--- src/synth_config.svh ---
`ifndef SYNTH_CONFIG_SVH
`define SYNTH_CONFIG_SVH

// note index, 0 to 63
`define SYNTH_NOTE_W 6
// phase accumulator width
`define SYNTH_PHASE_W 20
// register data word and period width
`define SYNTH_WORD_W 16
// step index width
`define SYNTH_STEP_W 4
// one waveform sample
`define SYNTH_SAMPLE_W 4
// mixed audio output
`define SYNTH_AUDIO_W 8

`define SYNTH_SEQ_LEN 10          // steps in the note table
`define SYNTH_PERIOD_RESET 200    // clk cycles per step after reset
`define SYNTH_GLIDE_DIV 16        // clk cycles per portamento semitone

// run 0, glide off, vol 0, all four channels on
`define SYNTH_CTRL_RESET 16'h0F00

`endif

--- src/synth_pkg.sv ---
`include "synth_config.svh"

package synth_pkg;

	// control register, msb first
	typedef struct packed {
		logic run;              // sequencer runs
		logic glide_en;         // portamento allowed
		logic [1:0] vol;        // output scale vol+1
		logic [3:0] chan_en;    // lead sq, lead tri, bass sq, bass tri
		logic [7:0] spare;
	} ctrl_t;

	// one register word, meaning depends on address
	typedef union packed {
		logic [`SYNTH_WORD_W-1:0] period;   // address 0
		ctrl_t ctrl;                        // address 1
	} cfg_word_u;

	typedef struct packed {
		logic [`SYNTH_STEP_W-1:0] step;
		logic [`SYNTH_NOTE_W-1:0] target;
		logic [`SYNTH_NOTE_W-1:0] lead;
	} status_t;

	typedef struct packed {
		logic [`SYNTH_SAMPLE_W-1:0] square;
		logic [`SYNTH_SAMPLE_W-1:0] triangle;
	} voice_t;

	typedef struct packed {
		logic [`SYNTH_NOTE_W-1:0] note;
		logic glide;            // step asks for a slide
	} seq_entry_t;

	// demo tune, glide off only on steps 2 and 3
	localparam seq_entry_t seq_table [`SYNTH_SEQ_LEN] = '{
		'{6'd12, 1'b1}, '{6'd24, 1'b1}, '{6'd36, 1'b0}, '{6'd24, 1'b0}, '{6'd36, 1'b1},
		'{6'd36, 1'b1}, '{6'd24, 1'b1}, '{6'd24, 1'b1}, '{6'd12, 1'b1}, '{6'd0, 1'b1}
	};

	// octave 0 increments, each about 2^(1/12) above the last
	localparam logic [`SYNTH_PHASE_W-1:0] semi_inc [12] = '{
		20'd64, 20'd68, 20'd72, 20'd76, 20'd81, 20'd85,
		20'd91, 20'd96, 20'd102, 20'd108, 20'd114, 20'd121
	};

endpackage

--- src/synth_regs.sv ---
`timescale 1ns/10ps
`include "synth_config.svh"

module synth_regs
	import synth_pkg::*;
(
	input logic clk,
	input logic arst_n,
	input logic [1:0] cfg_addr,
	input logic cfg_wr,
	input logic cfg_rd,
	input cfg_word_u cfg_wdata,
	input status_t status,              // live view from the datapath
	output logic [`SYNTH_WORD_W-1:0] cfg_rdata,
	output logic [`SYNTH_WORD_W-1:0] period,
	output ctrl_t ctrl
);

	localparam logic [1:0] ADDR_PERIOD = 2'd0;
	localparam logic [1:0] ADDR_CTRL = 2'd1;
	localparam logic [1:0] ADDR_STATUS = 2'd2;

	logic [`SYNTH_WORD_W-1:0] rd_mux;

	// writes, same word decoded two ways
	always_ff @(posedge clk or negedge arst_n)
	begin
		if (!arst_n)
		begin
			period <= `SYNTH_PERIOD_RESET;
			ctrl <= ctrl_t'(`SYNTH_CTRL_RESET);
		end
		else if (cfg_wr)
		begin
			if (cfg_addr == ADDR_PERIOD)
				period <= cfg_wdata.period;     // raw cycle count
			else if (cfg_addr == ADDR_CTRL)
				ctrl <= cfg_wdata.ctrl;         // field view
		end
	end

	always_comb
	begin
		case (cfg_addr)
			ADDR_PERIOD: rd_mux = period;
			ADDR_CTRL: rd_mux = ctrl;
			ADDR_STATUS: rd_mux = status;
			default: rd_mux = '0;               // unmapped
		endcase
	end

	// read data one cycle after strobe, zero otherwise
	always_ff @(posedge clk or negedge arst_n)
	begin
		if (!arst_n)
			cfg_rdata <= '0;
		else
			cfg_rdata <= cfg_rd ? rd_mux : '0;
	end

	// zero period would stall the step counter forever
	a_period_nonzero: assert property (@(posedge clk) disable iff (!arst_n)
		(cfg_wr && cfg_addr == ADDR_PERIOD) |=> (period != '0))
		else $error("step period written as zero");

endmodule

--- src/note_sequencer.sv ---
`timescale 1ns/10ps
`include "synth_config.svh"

module note_sequencer
	import synth_pkg::*;
(
	input logic clk,
	input logic arst_n,
	input logic run,
	input logic restart,                    // clears step, loads entry 0
	input logic [`SYNTH_WORD_W-1:0] period,
	output seq_entry_t target,
	output logic [`SYNTH_STEP_W-1:0] step,
	output logic step_tick                  // flips on every step
);

	logic [`SYNTH_WORD_W-1:0] cnt;          // cycles within a step
	logic [`SYNTH_STEP_W-1:0] step_next;
	logic last;

	// end of step period
	assign last = (cnt == period - 1'b1);

	always_comb
	begin
		if (step == `SYNTH_SEQ_LEN - 1)
			step_next = '0;                 // wrap after last entry
		else
			step_next = step + 1'b1;
	end

	always_ff @(posedge clk or negedge arst_n)
	begin
		if (!arst_n)
		begin
			cnt <= '0;
			step <= '0;
			step_tick <= 1'b0;
			target <= '0;                   // note 0, no glide
		end
		else if (restart)
		begin
			// restart beats run
			cnt <= '0;
			step <= '0;
			step_tick <= 1'b0;
			target <= seq_table[0];
		end
		else if (run)
		begin
			if (last)
			begin
				cnt <= '0;
				step <= step_next;
				target <= seq_table[step_next];   // note and glide request
				step_tick <= ~step_tick;
			end
			else
			begin
				cnt <= cnt + 1'b1;
			end
		end
		// run low holds everything
	end

	// index must stay inside the ten entry table
	a_step_range: assert property (@(posedge clk) disable iff (!arst_n)
		step < `SYNTH_SEQ_LEN)
		else $error("step index out of table range");

endmodule

--- src/portamento.sv ---
`timescale 1ns/10ps
`include "synth_config.svh"

module portamento
	import synth_pkg::*;
(
	input logic clk,
	input logic arst_n,
	input seq_entry_t target,
	input logic glide_en,
	output logic [`SYNTH_NOTE_W-1:0] lead_note
);

	localparam int DIV_W = $clog2(`SYNTH_GLIDE_DIV);

	logic [DIV_W-1:0] div;                  // glide interval counter
	logic [`SYNTH_NOTE_W-1:0] prev_note;    // target one cycle back
	logic gliding;
	logic tgt_chg;

	assign gliding = glide_en && target.glide;
	assign tgt_chg = (target.note != prev_note);

	always_ff @(posedge clk or negedge arst_n)
	begin
		if (!arst_n)
		begin
			lead_note <= '0;
			div <= '0;
			prev_note <= '0;
		end
		else
		begin
			prev_note <= target.note;
			if (!gliding)
			begin
				lead_note <= target.note;   // straight jump
				div <= '0;
			end
			else if (tgt_chg)
				div <= '0;                  // new note, fresh interval
			else if (div == DIV_W'(`SYNTH_GLIDE_DIV - 1))
			begin
				div <= '0;
				if (lead_note < target.note)
					lead_note <= lead_note + 1'b1;
				else if (lead_note > target.note)
					lead_note <= lead_note - 1'b1;
			end
			else
				div <= div + 1'b1;
		end
	end

	a_one_semi: assert property (@(posedge clk) disable iff (!arst_n)
		gliding |=> (lead_note == $past(lead_note) ||
			lead_note == $past(lead_note) + 6'd1 ||
			lead_note == $past(lead_note) - 6'd1))
		else $error("glide moved more than one semitone");

endmodule

--- src/tone_osc.sv ---
`timescale 1ns/10ps
`include "synth_config.svh"

module tone_osc
	import synth_pkg::*;
(
	input logic clk,
	input logic arst_n,
	input logic [`SYNTH_NOTE_W-1:0] note,
	output voice_t voice
);

	localparam int PW = `SYNTH_PHASE_W;

	logic [PW-1:0] phase;
	logic [PW-1:0] inc;                     // per-cycle phase step
	logic [3:0] semi;                       // note within octave
	logic [2:0] oct;                        // octave above 0
	logic [4:0] top5;                       // upper phase bits for triangle

	// note to increment, octave is a left shift
	always_comb
	begin
		semi = 4'(note % 6'd12);
		oct = 3'(note / 6'd12);
		inc = semi_inc[semi] << oct;
	end

	// free-running accumulator, wraps naturally
	always_ff @(posedge clk or negedge arst_n)
	begin
		if (!arst_n)
			phase <= '0;
		else
			phase <= phase + inc;
	end

	assign top5 = phase[PW-1 -: 5];

	// wave shaping straight off the phase register
	always_comb
	begin
		// square, full scale in upper half
		if (phase[PW-1])
			voice.square = 4'hF;
		else
			voice.square = 4'h0;
		// triangle, rising then mirrored
		if (top5[4])
			voice.triangle = ~top5[3:0];
		else
			voice.triangle = top5[3:0];
	end

endmodule

--- src/voice_mixer.sv ---
`timescale 1ns/10ps
`include "synth_config.svh"

module voice_mixer
	import synth_pkg::*;
(
	input logic clk,
	input logic arst_n,
	input voice_t lead,
	input voice_t bass,
	input logic [3:0] chan_en,              // lead sq, lead tri, bass sq, bass tri
	input logic [1:0] vol,
	output logic [`SYNTH_AUDIO_W-1:0] audio_out
);

	logic [5:0] sum;                        // four 4-bit samples, max 60
	logic [`SYNTH_AUDIO_W-1:0] scaled;      // max 240

	always_comb
	begin
		sum = '0;
		if (chan_en[3])
			sum = sum + {2'b00, lead.square};
		if (chan_en[2])
			sum = sum + {2'b00, lead.triangle};
		if (chan_en[1])
			sum = sum + {2'b00, bass.square};
		if (chan_en[0])
			sum = sum + {2'b00, bass.triangle};
		scaled = {2'b00, sum} * ({6'd0, vol} + 8'd1);   // vol 0 is x1
	end

	always_ff @(posedge clk or negedge arst_n)
	begin
		if (!arst_n)
			audio_out <= '0;
		else
			audio_out <= scaled;
	end

	// keeps the x4 product inside 8 bits
	a_sum_max: assert property (@(posedge clk) disable iff (!arst_n)
		sum <= 6'd60)
		else $error("mixer sum above 60");

endmodule

--- src/synth_top.sv ---
`timescale 1ns/10ps
`include "synth_config.svh"

module synth_top
	import synth_pkg::*;
(
	input logic clk,
	input logic arst_n,
	input logic restart,
	input logic [1:0] cfg_addr,
	input logic cfg_wr,
	input cfg_word_u cfg_wdata,
	input logic cfg_rd,
	output logic [`SYNTH_WORD_W-1:0] cfg_rdata,
	output logic [`SYNTH_AUDIO_W-1:0] audio_out,
	output logic step_tick
);

	logic [`SYNTH_WORD_W-1:0] period;
	ctrl_t ctrl;
	status_t status;
	seq_entry_t target;
	logic [`SYNTH_STEP_W-1:0] step;
	logic [`SYNTH_NOTE_W-1:0] lead_note;
	logic [`SYNTH_NOTE_W-1:0] bass_note;    // octave below target
	voice_t lead_v;
	voice_t bass_v;

	// bass drops an octave, floored at note 0
	assign bass_note = (target.note >= 6'd12) ? target.note - 6'd12 : '0;

	assign status.step = step;
	assign status.target = target.note;
	assign status.lead = lead_note;

	synth_regs u_regs (.clk(clk), .arst_n(arst_n), .cfg_addr(cfg_addr), .cfg_wr(cfg_wr),
		.cfg_rd(cfg_rd), .cfg_wdata(cfg_wdata), .status(status), .cfg_rdata(cfg_rdata),
		.period(period), .ctrl(ctrl));

	note_sequencer u_seq (.clk(clk), .arst_n(arst_n), .run(ctrl.run), .restart(restart),
		.period(period), .target(target), .step(step), .step_tick(step_tick));

	portamento u_porta (.clk(clk), .arst_n(arst_n), .target(target),
		.glide_en(ctrl.glide_en), .lead_note(lead_note));

	// lead follows the slide
	tone_osc u_lead_osc (.clk(clk), .arst_n(arst_n), .note(lead_note), .voice(lead_v));

	// bass jumps straight to its note
	tone_osc u_bass_osc (.clk(clk), .arst_n(arst_n), .note(bass_note), .voice(bass_v));

	voice_mixer u_mix (.clk(clk), .arst_n(arst_n), .lead(lead_v), .bass(bass_v),
		.chan_en(ctrl.chan_en), .vol(ctrl.vol), .audio_out(audio_out));

endmodule

--- config.mk ---
export PLATFORM = sky130hd
export DESIGN_NAME = synth_top
export DESIGN_NICKNAME = d
export VERILOG_FILES = /design/src/synth_pkg.sv /design/src/synth_regs.sv /design/src/note_sequencer.sv /design/src/portamento.sv /design/src/tone_osc.sv /design/src/voice_mixer.sv /design/src/synth_top.sv
export VERILOG_INCLUDE_DIRS = /design/src
export SDC_FILE = /design/constraint.sdc
export NUM_CORES = 1
export LEC_CHECK = 0
export ABC_CLOCK_PERIOD_IN_PS = 11400
export BUFFER_PORTS_ARGS = -buffer_cell sky130_fd_sc_hd__clkbuf_2
export CORE_AREA = 2 2 178 180
export CTS_CLUSTER_SIZE = 30
export DETAILED_ROUTE_END_ITERATION = 16
export DIE_AREA = 0 0 180 182
export SKIP_CTS_REPAIR_TIMING = 1
export SYNTH_ARGS = -nofsm -noshare
export SYNTH_HDL_FRONTEND = slang
export SYNTH_HIERARCHICAL = 1
export SYNTH_SLANG_ARGS = --single-unit
--- constraint.sdc ---
create_clock -name clk -period 11.4 [get_ports clk]
set_input_delay 0.57 -clock clk [delete_from_list [all_inputs] [get_ports clk]]
set_output_delay 0.57 -clock clk [all_outputs]
set_load 0.005 [all_outputs]
## After elaboration in Yosys (flattened, before gate mapping)

Memories as Yosys holds them, arrays and structs flattened.
Index checks and enable logic that the tools add are counted.

| word-level totals | value |
|---|---|
| flip-flop bits (word level) | 140 |
| ROM bits | 752 |
| output and inout bits | 25 |
| word-level logic and storage cells | 109 |
| memories | 3 |

Memory list:

| name | depth | bits a word | rd ports | clocked after Yosys merged registers in | wr ports | RTL line | source |
|---|---|---|---|---|---|---|---|
| (no name shown) | 16 | 20 | 1 | 0 | 0 | tone_osc.sv:26 | `inc = semi_inc[semi] << oct;` |
| (no name shown) | 16 | 20 | 1 | 0 | 0 | tone_osc.sv:26 |  |
| (no name shown) | 16 | 7 | 1 | 0 | 0 | note_sequencer.sv:55 | `target <= seq_table[step_next];` |

| operators by class | value |
|---|---|
| add/subtract/negate cells | 13 |
| $mul | 1 |
| div/mod/pow operators | 4 |
| magnitude comparators | 6 |
| eq/ne operators | 9 |
| shift-type cells | 2 |
| muxes and demuxes | 38 |
| bitwise gates (word level) | 7 |
| reduce and logical (&&, ||, !) cells | 8 |

Operator list:

| kind | number |
|---|---|
| $mux 20 | 4 |
| $mux 16 | 4 |
| $mux 6 | 9 |
| $mux 4 | 12 |
| $pmux 16 s3 | 1 |
| $add 20x20->20 | 2 |
| $shl 20x3->20 | 2 |
| $mux 7 | 5 |
| $add 16x1->16 const B | 1 |
| $eq 16x16->1 | 1 |
| $sub 16x1->16 const B | 1 |
| $ge 5x5->1 const B | 3 |
| $not 4->5 | 3 |
| $add 6x4->6 | 2 |
| $div 6x4->6 const B | 2 |
| $mod 6x4->6 const B | 2 |
| $add 4x1->4 const B | 2 |
| $eq 4x4->1 const B | 2 |
| $mul 6x8->8 | 1 |
| $not 4->4 | 2 |
| $add 6x1->6 const B | 1 |
| $ge 6x4->1 const B | 1 |
| $gt 6x6->1 | 1 |
| $lt 6x6->1 | 1 |
| other kinds (16) | 23 |

## Logic depth before layout (Yosys ltp)

| logic depth | value |
|---|---|
| depth in word-level cells | 9 |
| depth in mapped cells | 28 |

## Modules after synthesis

The synthesis kept the hierarchy.

By module, submodules not included:

| module | times used | cells each | area each (µm²) | sequential area each (µm²) |
|---|---|---|---|---|
| tone_osc | 2 | 257 | 2020.7 | 500.5 |
| synth_regs | 1 | 157 | 2139.6 | 1209.9 |
| note_sequencer | 1 | 239 | 2030.7 | 650.6 |
| voice_mixer | 1 | 146 | 1317.5 | 200.2 |
| portamento | 1 | 96 | 988.4 | 400.4 |
| synth_top | 1 | 12 | 90.1 | 0.0 |

## Worst setup path before layout

OpenSTA, ideal clock, no wires.

| path | value |
|---|---|
| path kind | register -> register |
| from | register u_lead_osc.phase[19] |
| to | register u_mix.audio_out[7] |
| arrival | 5.377 ns |
| required time | 11.275 ns |
| setup slack | 5.898 ns |
| stages on the path, launching flop included | 29 |
| path buffers | 1 |
| clock period less this slack | 5.502 ns |
| cell sequence | dfrtp_1 -> clkbuf_1 -> xor2_1 -> ha_1 -> inv_1 -> fa_1 -> nor2b_1 -> nand3b_1 -> xor2_1 -> ha_1 -> a21oi_1 -> nand2_1 -> xor2_1 -> mux2_4 -> ha_1 -> and3_1 -> a221o_1 -> nand2b_1 -> mux2i_1 -> or2_1 -> nand2_1 -> fa_1 -> inv_1 -> ha_1 -> inv_1 -> o21bai_1 -> a21oi_1 -> xnor2_1 -> xnor2_1 |

RTL lines:

| what | RTL line | source |
|---|---|---|
| start, declared | tone_osc.sv:15 | `logic [PW-1:0] phase;` |
| start signal, assigned | tone_osc.sv:35 | `phase <= phase + inc;` |
| end signal, assigned | voice_mixer.sv:38 | `audio_out <= scaled;` |
| end, declared | voice_mixer.sv:13 | `` output logic [`SYNTH_AUDIO_W-1:0] audio_out `` |

==> results.json <==
{
  "status": "completed",
  "fin_area_um2": 11600,
  "grt_usage": 0.152,
  "numCtsBuffers": 17,
  "clockRootBuffer": "clkbuf_16",
  "gp_congestion": 0.858,
  "synth_top_flop_cell": "dfrtp_1",
  "clk_pin_slew_worst_paths_ns": 0.06,
  "h-tree-depth": 4,
  "dieArea_um2": 32800,
  "area_growth_pct": 9.70,
  "row_count": 65,
  "dp_hpwl_mm": 17.3,
  "grt_start_max_net_pins": 75,
  "final_util": 0.376,
  "wl_mm": 24.6,
  "synth.distinct_cells": 88,
  "seq_area_frac_synth": 0.326,
  "max_freq_mhz": 173,
  "ys_seq_elements": 138,
  "p_int_mw": 1.62,
  "clockBufferDepth": 2,
  "syn_area_um2": 10600,
  "dpl_cell_area_um2": 11100,
  "vdd_ir_drop_max_v": 0.000113,
  "nets": 1271,
  "drtIter0Drc": 589,
  "pwr-share-seq": 0.274,
  "maxCapViolations": 0,
  "switchingPower_mw": 1.19,
  "grt_pass1_wl_mm": 41.3,
  "relSlewSlack": 0.147,
  "worstPathRequired_ns": 11.76,
  "critPathMaxFanout": 9,
  "syn_inst": 1164,
  "die-height_um": 182,
  "finalClockSkew_ns": 0.0107,
  "slew_viol_final": 0,
  "design.core.area_um2": 31000,
  "leakage_nw": 5.01,
  "period_share": 0.506,
  "diodes": 0,
  "insertion_delay_ns": 0.44,
  "critPathCaptureType": "flip-flop",
  "io_pins": 48,
  "yosys.area.top_type_share": 0.309,
  "arrival_ns": 6.13,
  "start_util": 0.342,
  "rsz0062_at_grt": "no",
  "synth.avg_cell_area_um2": 9.11,
  "wl_per_cell_um": 15.4,
  "io_buffers": 47,
  "worstSetupStartpointType": "flip-flop",
  "drive_gt1_frac": 0.136,
  "tritoncts": "built",
  "overflow": 0,
  "synth_area_leaders": "dfrtp_1, ha_1, xnor2_1",
  "synth_top_area_cell": "dfrtp_1",
  "ant_nets": 0,
  "comb_power_share": 0.535,
  "drc": 0,
  "ys_async_sr_fraction": 1.00,
  "yosysWarnings": 6,
  "vias": 8603,
  "power_density_nw_per_um2": 242,
  "critPathKind": "flip-flop to flip-flop",
  "antenna_found_initial": 0,
  "period_needed_ns": 5.77,
  "firstDrtPassIters": 5,
  "drt-vias-per-instance": 5.41,
  "tightest_slew_ns": 1.28,
  "clockPowerShare": 0.190,
  "setup_viol": 0,
  "tns_ns": 0,
  "hold_path_class": "input pin to asynchronous set/reset pin",
  "die_w_um": 180,
  "grt_pass1_vias": 8139,
  "p_sw_frac": 0.424,
  "final_hold_viol_count": 0,
  "synth_edf_count": 0,
  "cts_num_sinks": 138
}
## Yosys cell counts, types with 7 or more instances
| library cell | number |
|---|---|
| dfrtp_1 | 131 |
| a21oi_1 | 87 |
| o21ai_0 | 74 |
| nor2_1 | 71 |
| nand2_1 | 70 |
| ha_1 | 63 |
| xnor2_1 | 62 |
| inv_1 | 58 |
| mux2_2 | 38 |
| xor2_1 | 36 |
| clkbuf_1 | 34 |
| nor3_1 | 28 |
| nand3_1 | 27 |
| mux2i_1 | 25 |
| nor2b_1 | 22 |
| and2_1 | 21 |
| nand3b_1 | 20 |
| nand2b_1 | 18 |
| a21o_1 | 15 |
| buf_4 | 12 |
| a211oi_1 | 11 |
| a31oi_1 | 11 |
| and3_1 | 11 |
| fa_1 | 11 |
| nand4_1 | 10 |
| o31ai_1 | 10 |
| a211o_1 | 9 |
| o2111ai_1 | 8 |
| o211ai_1 | 8 |
| o21a_1 | 8 |
| buf_2 | 7 |
| dfstp_2 | 7 |
| o21ai_1 | 7 |
## state kept, by name, summed over array words and instances, names as in the netlist
signal / count
u_porta/lead_note: 6
u_seq/cnt: 16
u_lead_osc/phase: 20
u_seq/step: 4
u_porta/prev_note: 6
u_mix/audio_out: 8
u_porta/div: 4
u_seq/target: 5
u_seq/step_tick: 1
u_regs/ctrl: 16
u_bass_osc/phase: 20
u_regs/period: 16
u_regs/cfg_rdata: 16
## worst paths after layout
path	start	endpoint	slack, ns	cells after the start
setup / recovery	u_lead_osc/phase[19]	u_mix/audio_out[7]	5.63	27
setup reg to reg	u_lead_osc/phase[19]	u_mix/audio_out[7]	5.63	27
min in group clk	cfg_wdata[1]	u_regs/period[1]	0.38	2
hold / removal	arst_n	u_mix/audio_out[6]	0.14	1
max in group asynchronous	arst_n	u_regs/cfg_rdata[2]	9.88	2
hold reg to reg	u_porta/div[0]	u_porta/div[0]	0.47	1
## routing by layer
| metal | vias to the layer above | global-route usage | share of wire |
|---|---|---|---|
| li1 | 4231 | - | - |
| met1 | 4179 | 0.200 | 0.47 |
| met2 | 165 | 0.253 | 0.48 |
| met3 | 28 | 0.0257 | 0.033 |
| met4 | 0 | 0.0543 | 0.019 |
| met5 | - | 0 | 0 |
## power by group through the flow
stage / Clock (mW) / Sequential [mW] / Combinational (mW)
after floorplan: 0 / 0.714 / 1.27
after global placement: 0 / 0.777 / 1.46
after detailed placement: 0 / 0.782 / 1.49
after CTS: 0.548 / 0.774 / 1.51
after global routing: 0.571 / 0.797 / 1.72
final: 0.536 / 0.772 / 1.51
## cell type report
| cell class | count | area (um^2) |
|---|---|---|
| clock buffer | 19 | 443 |
| multi-input combinational | 907 | 6610 |
| sequential | 138 | 3460 |
| inverter | 59 | 223 |
| tap | 402 | 503 |
| timing repair buffer | 51 | 272 |
| clock inverter | 13 | 120 |
| fill | 3092 | 19300 |
## through the flow
step                setup WS (ns)  total power [mW]  instances  hold slack (ns)
global placement             5.78              2.24       1557            0.459
global route                 5.24              3.08       1589            0.196
floorplan                    5.90              1.99       1167            0.274
detailed placement           5.66              2.27       1557            0.464
finish                       5.63              2.81       1589            0.139
CTS                          5.64              2.83       1589            0.158
## cells in the final DEF, fill, tap and decap left out, drive strengths merged, types with 9 or more instances in the layout
cell,instances
nand2b,18
nor2b,22
ha,63
nor2,71
o21ai,83
a21oi,91
nand4,10
inv,60
dfrtp,131
a31oi,11
mux2i,25
o31ai,10
mux2,42
a211oi,13
clkbuf,65
and3,11
xnor2,63
nand3b,21
a211o,9
nand2,72
xor2,36
fa,11
nand3,27
and2,23
a21o,17
nor3,30
## worst max-delay path: stages (launching register included)
cell and delay, ns:
dfrtp_1 0.55, xor2_1 0.21, ha_1 0.19, inv_1 0.05
fa_1 0.36, nor2b_1 0.15, nand3b_1 0.17, xor2_1 0.27
ha_1 0.32, a21oi_1 0.14, nand2_1 0.07, xor2_1 0.14
mux2_4 0.29, ha_1 0.33, and3_1 0.20, a221o_1 0.32
nand2b_1 0.09, mux2i_1 0.21, or2_1 0.14, nand2_1 0.07
fa_1 0.48, inv_1 0.04, ha_1 0.32, inv_1 0.06
o21bai_1 0.06, a21oi_1 0.17, xnor2_1 0.15, xnor2_1 0.13
## logic make-up (layout without fill, tap and decap cells)
logic type                 count (synthesis)  after routing  share of synthesized area
AOI/OAI and AO/OA                        318            318                      0.197
xor gates and xnor gates                  99             99                     0.0824
adders and majority gates                 75             75                     0.0961
buffers and inverters                    122            142                     0.0512
DFF                                      138            138                      0.326
muxes                                     67             67                     0.0689
other                                      3              6                    0.00106
and+or+nand+nor                          342            342                      0.177
No activity file was read; power rests on OpenSTA's default activity.
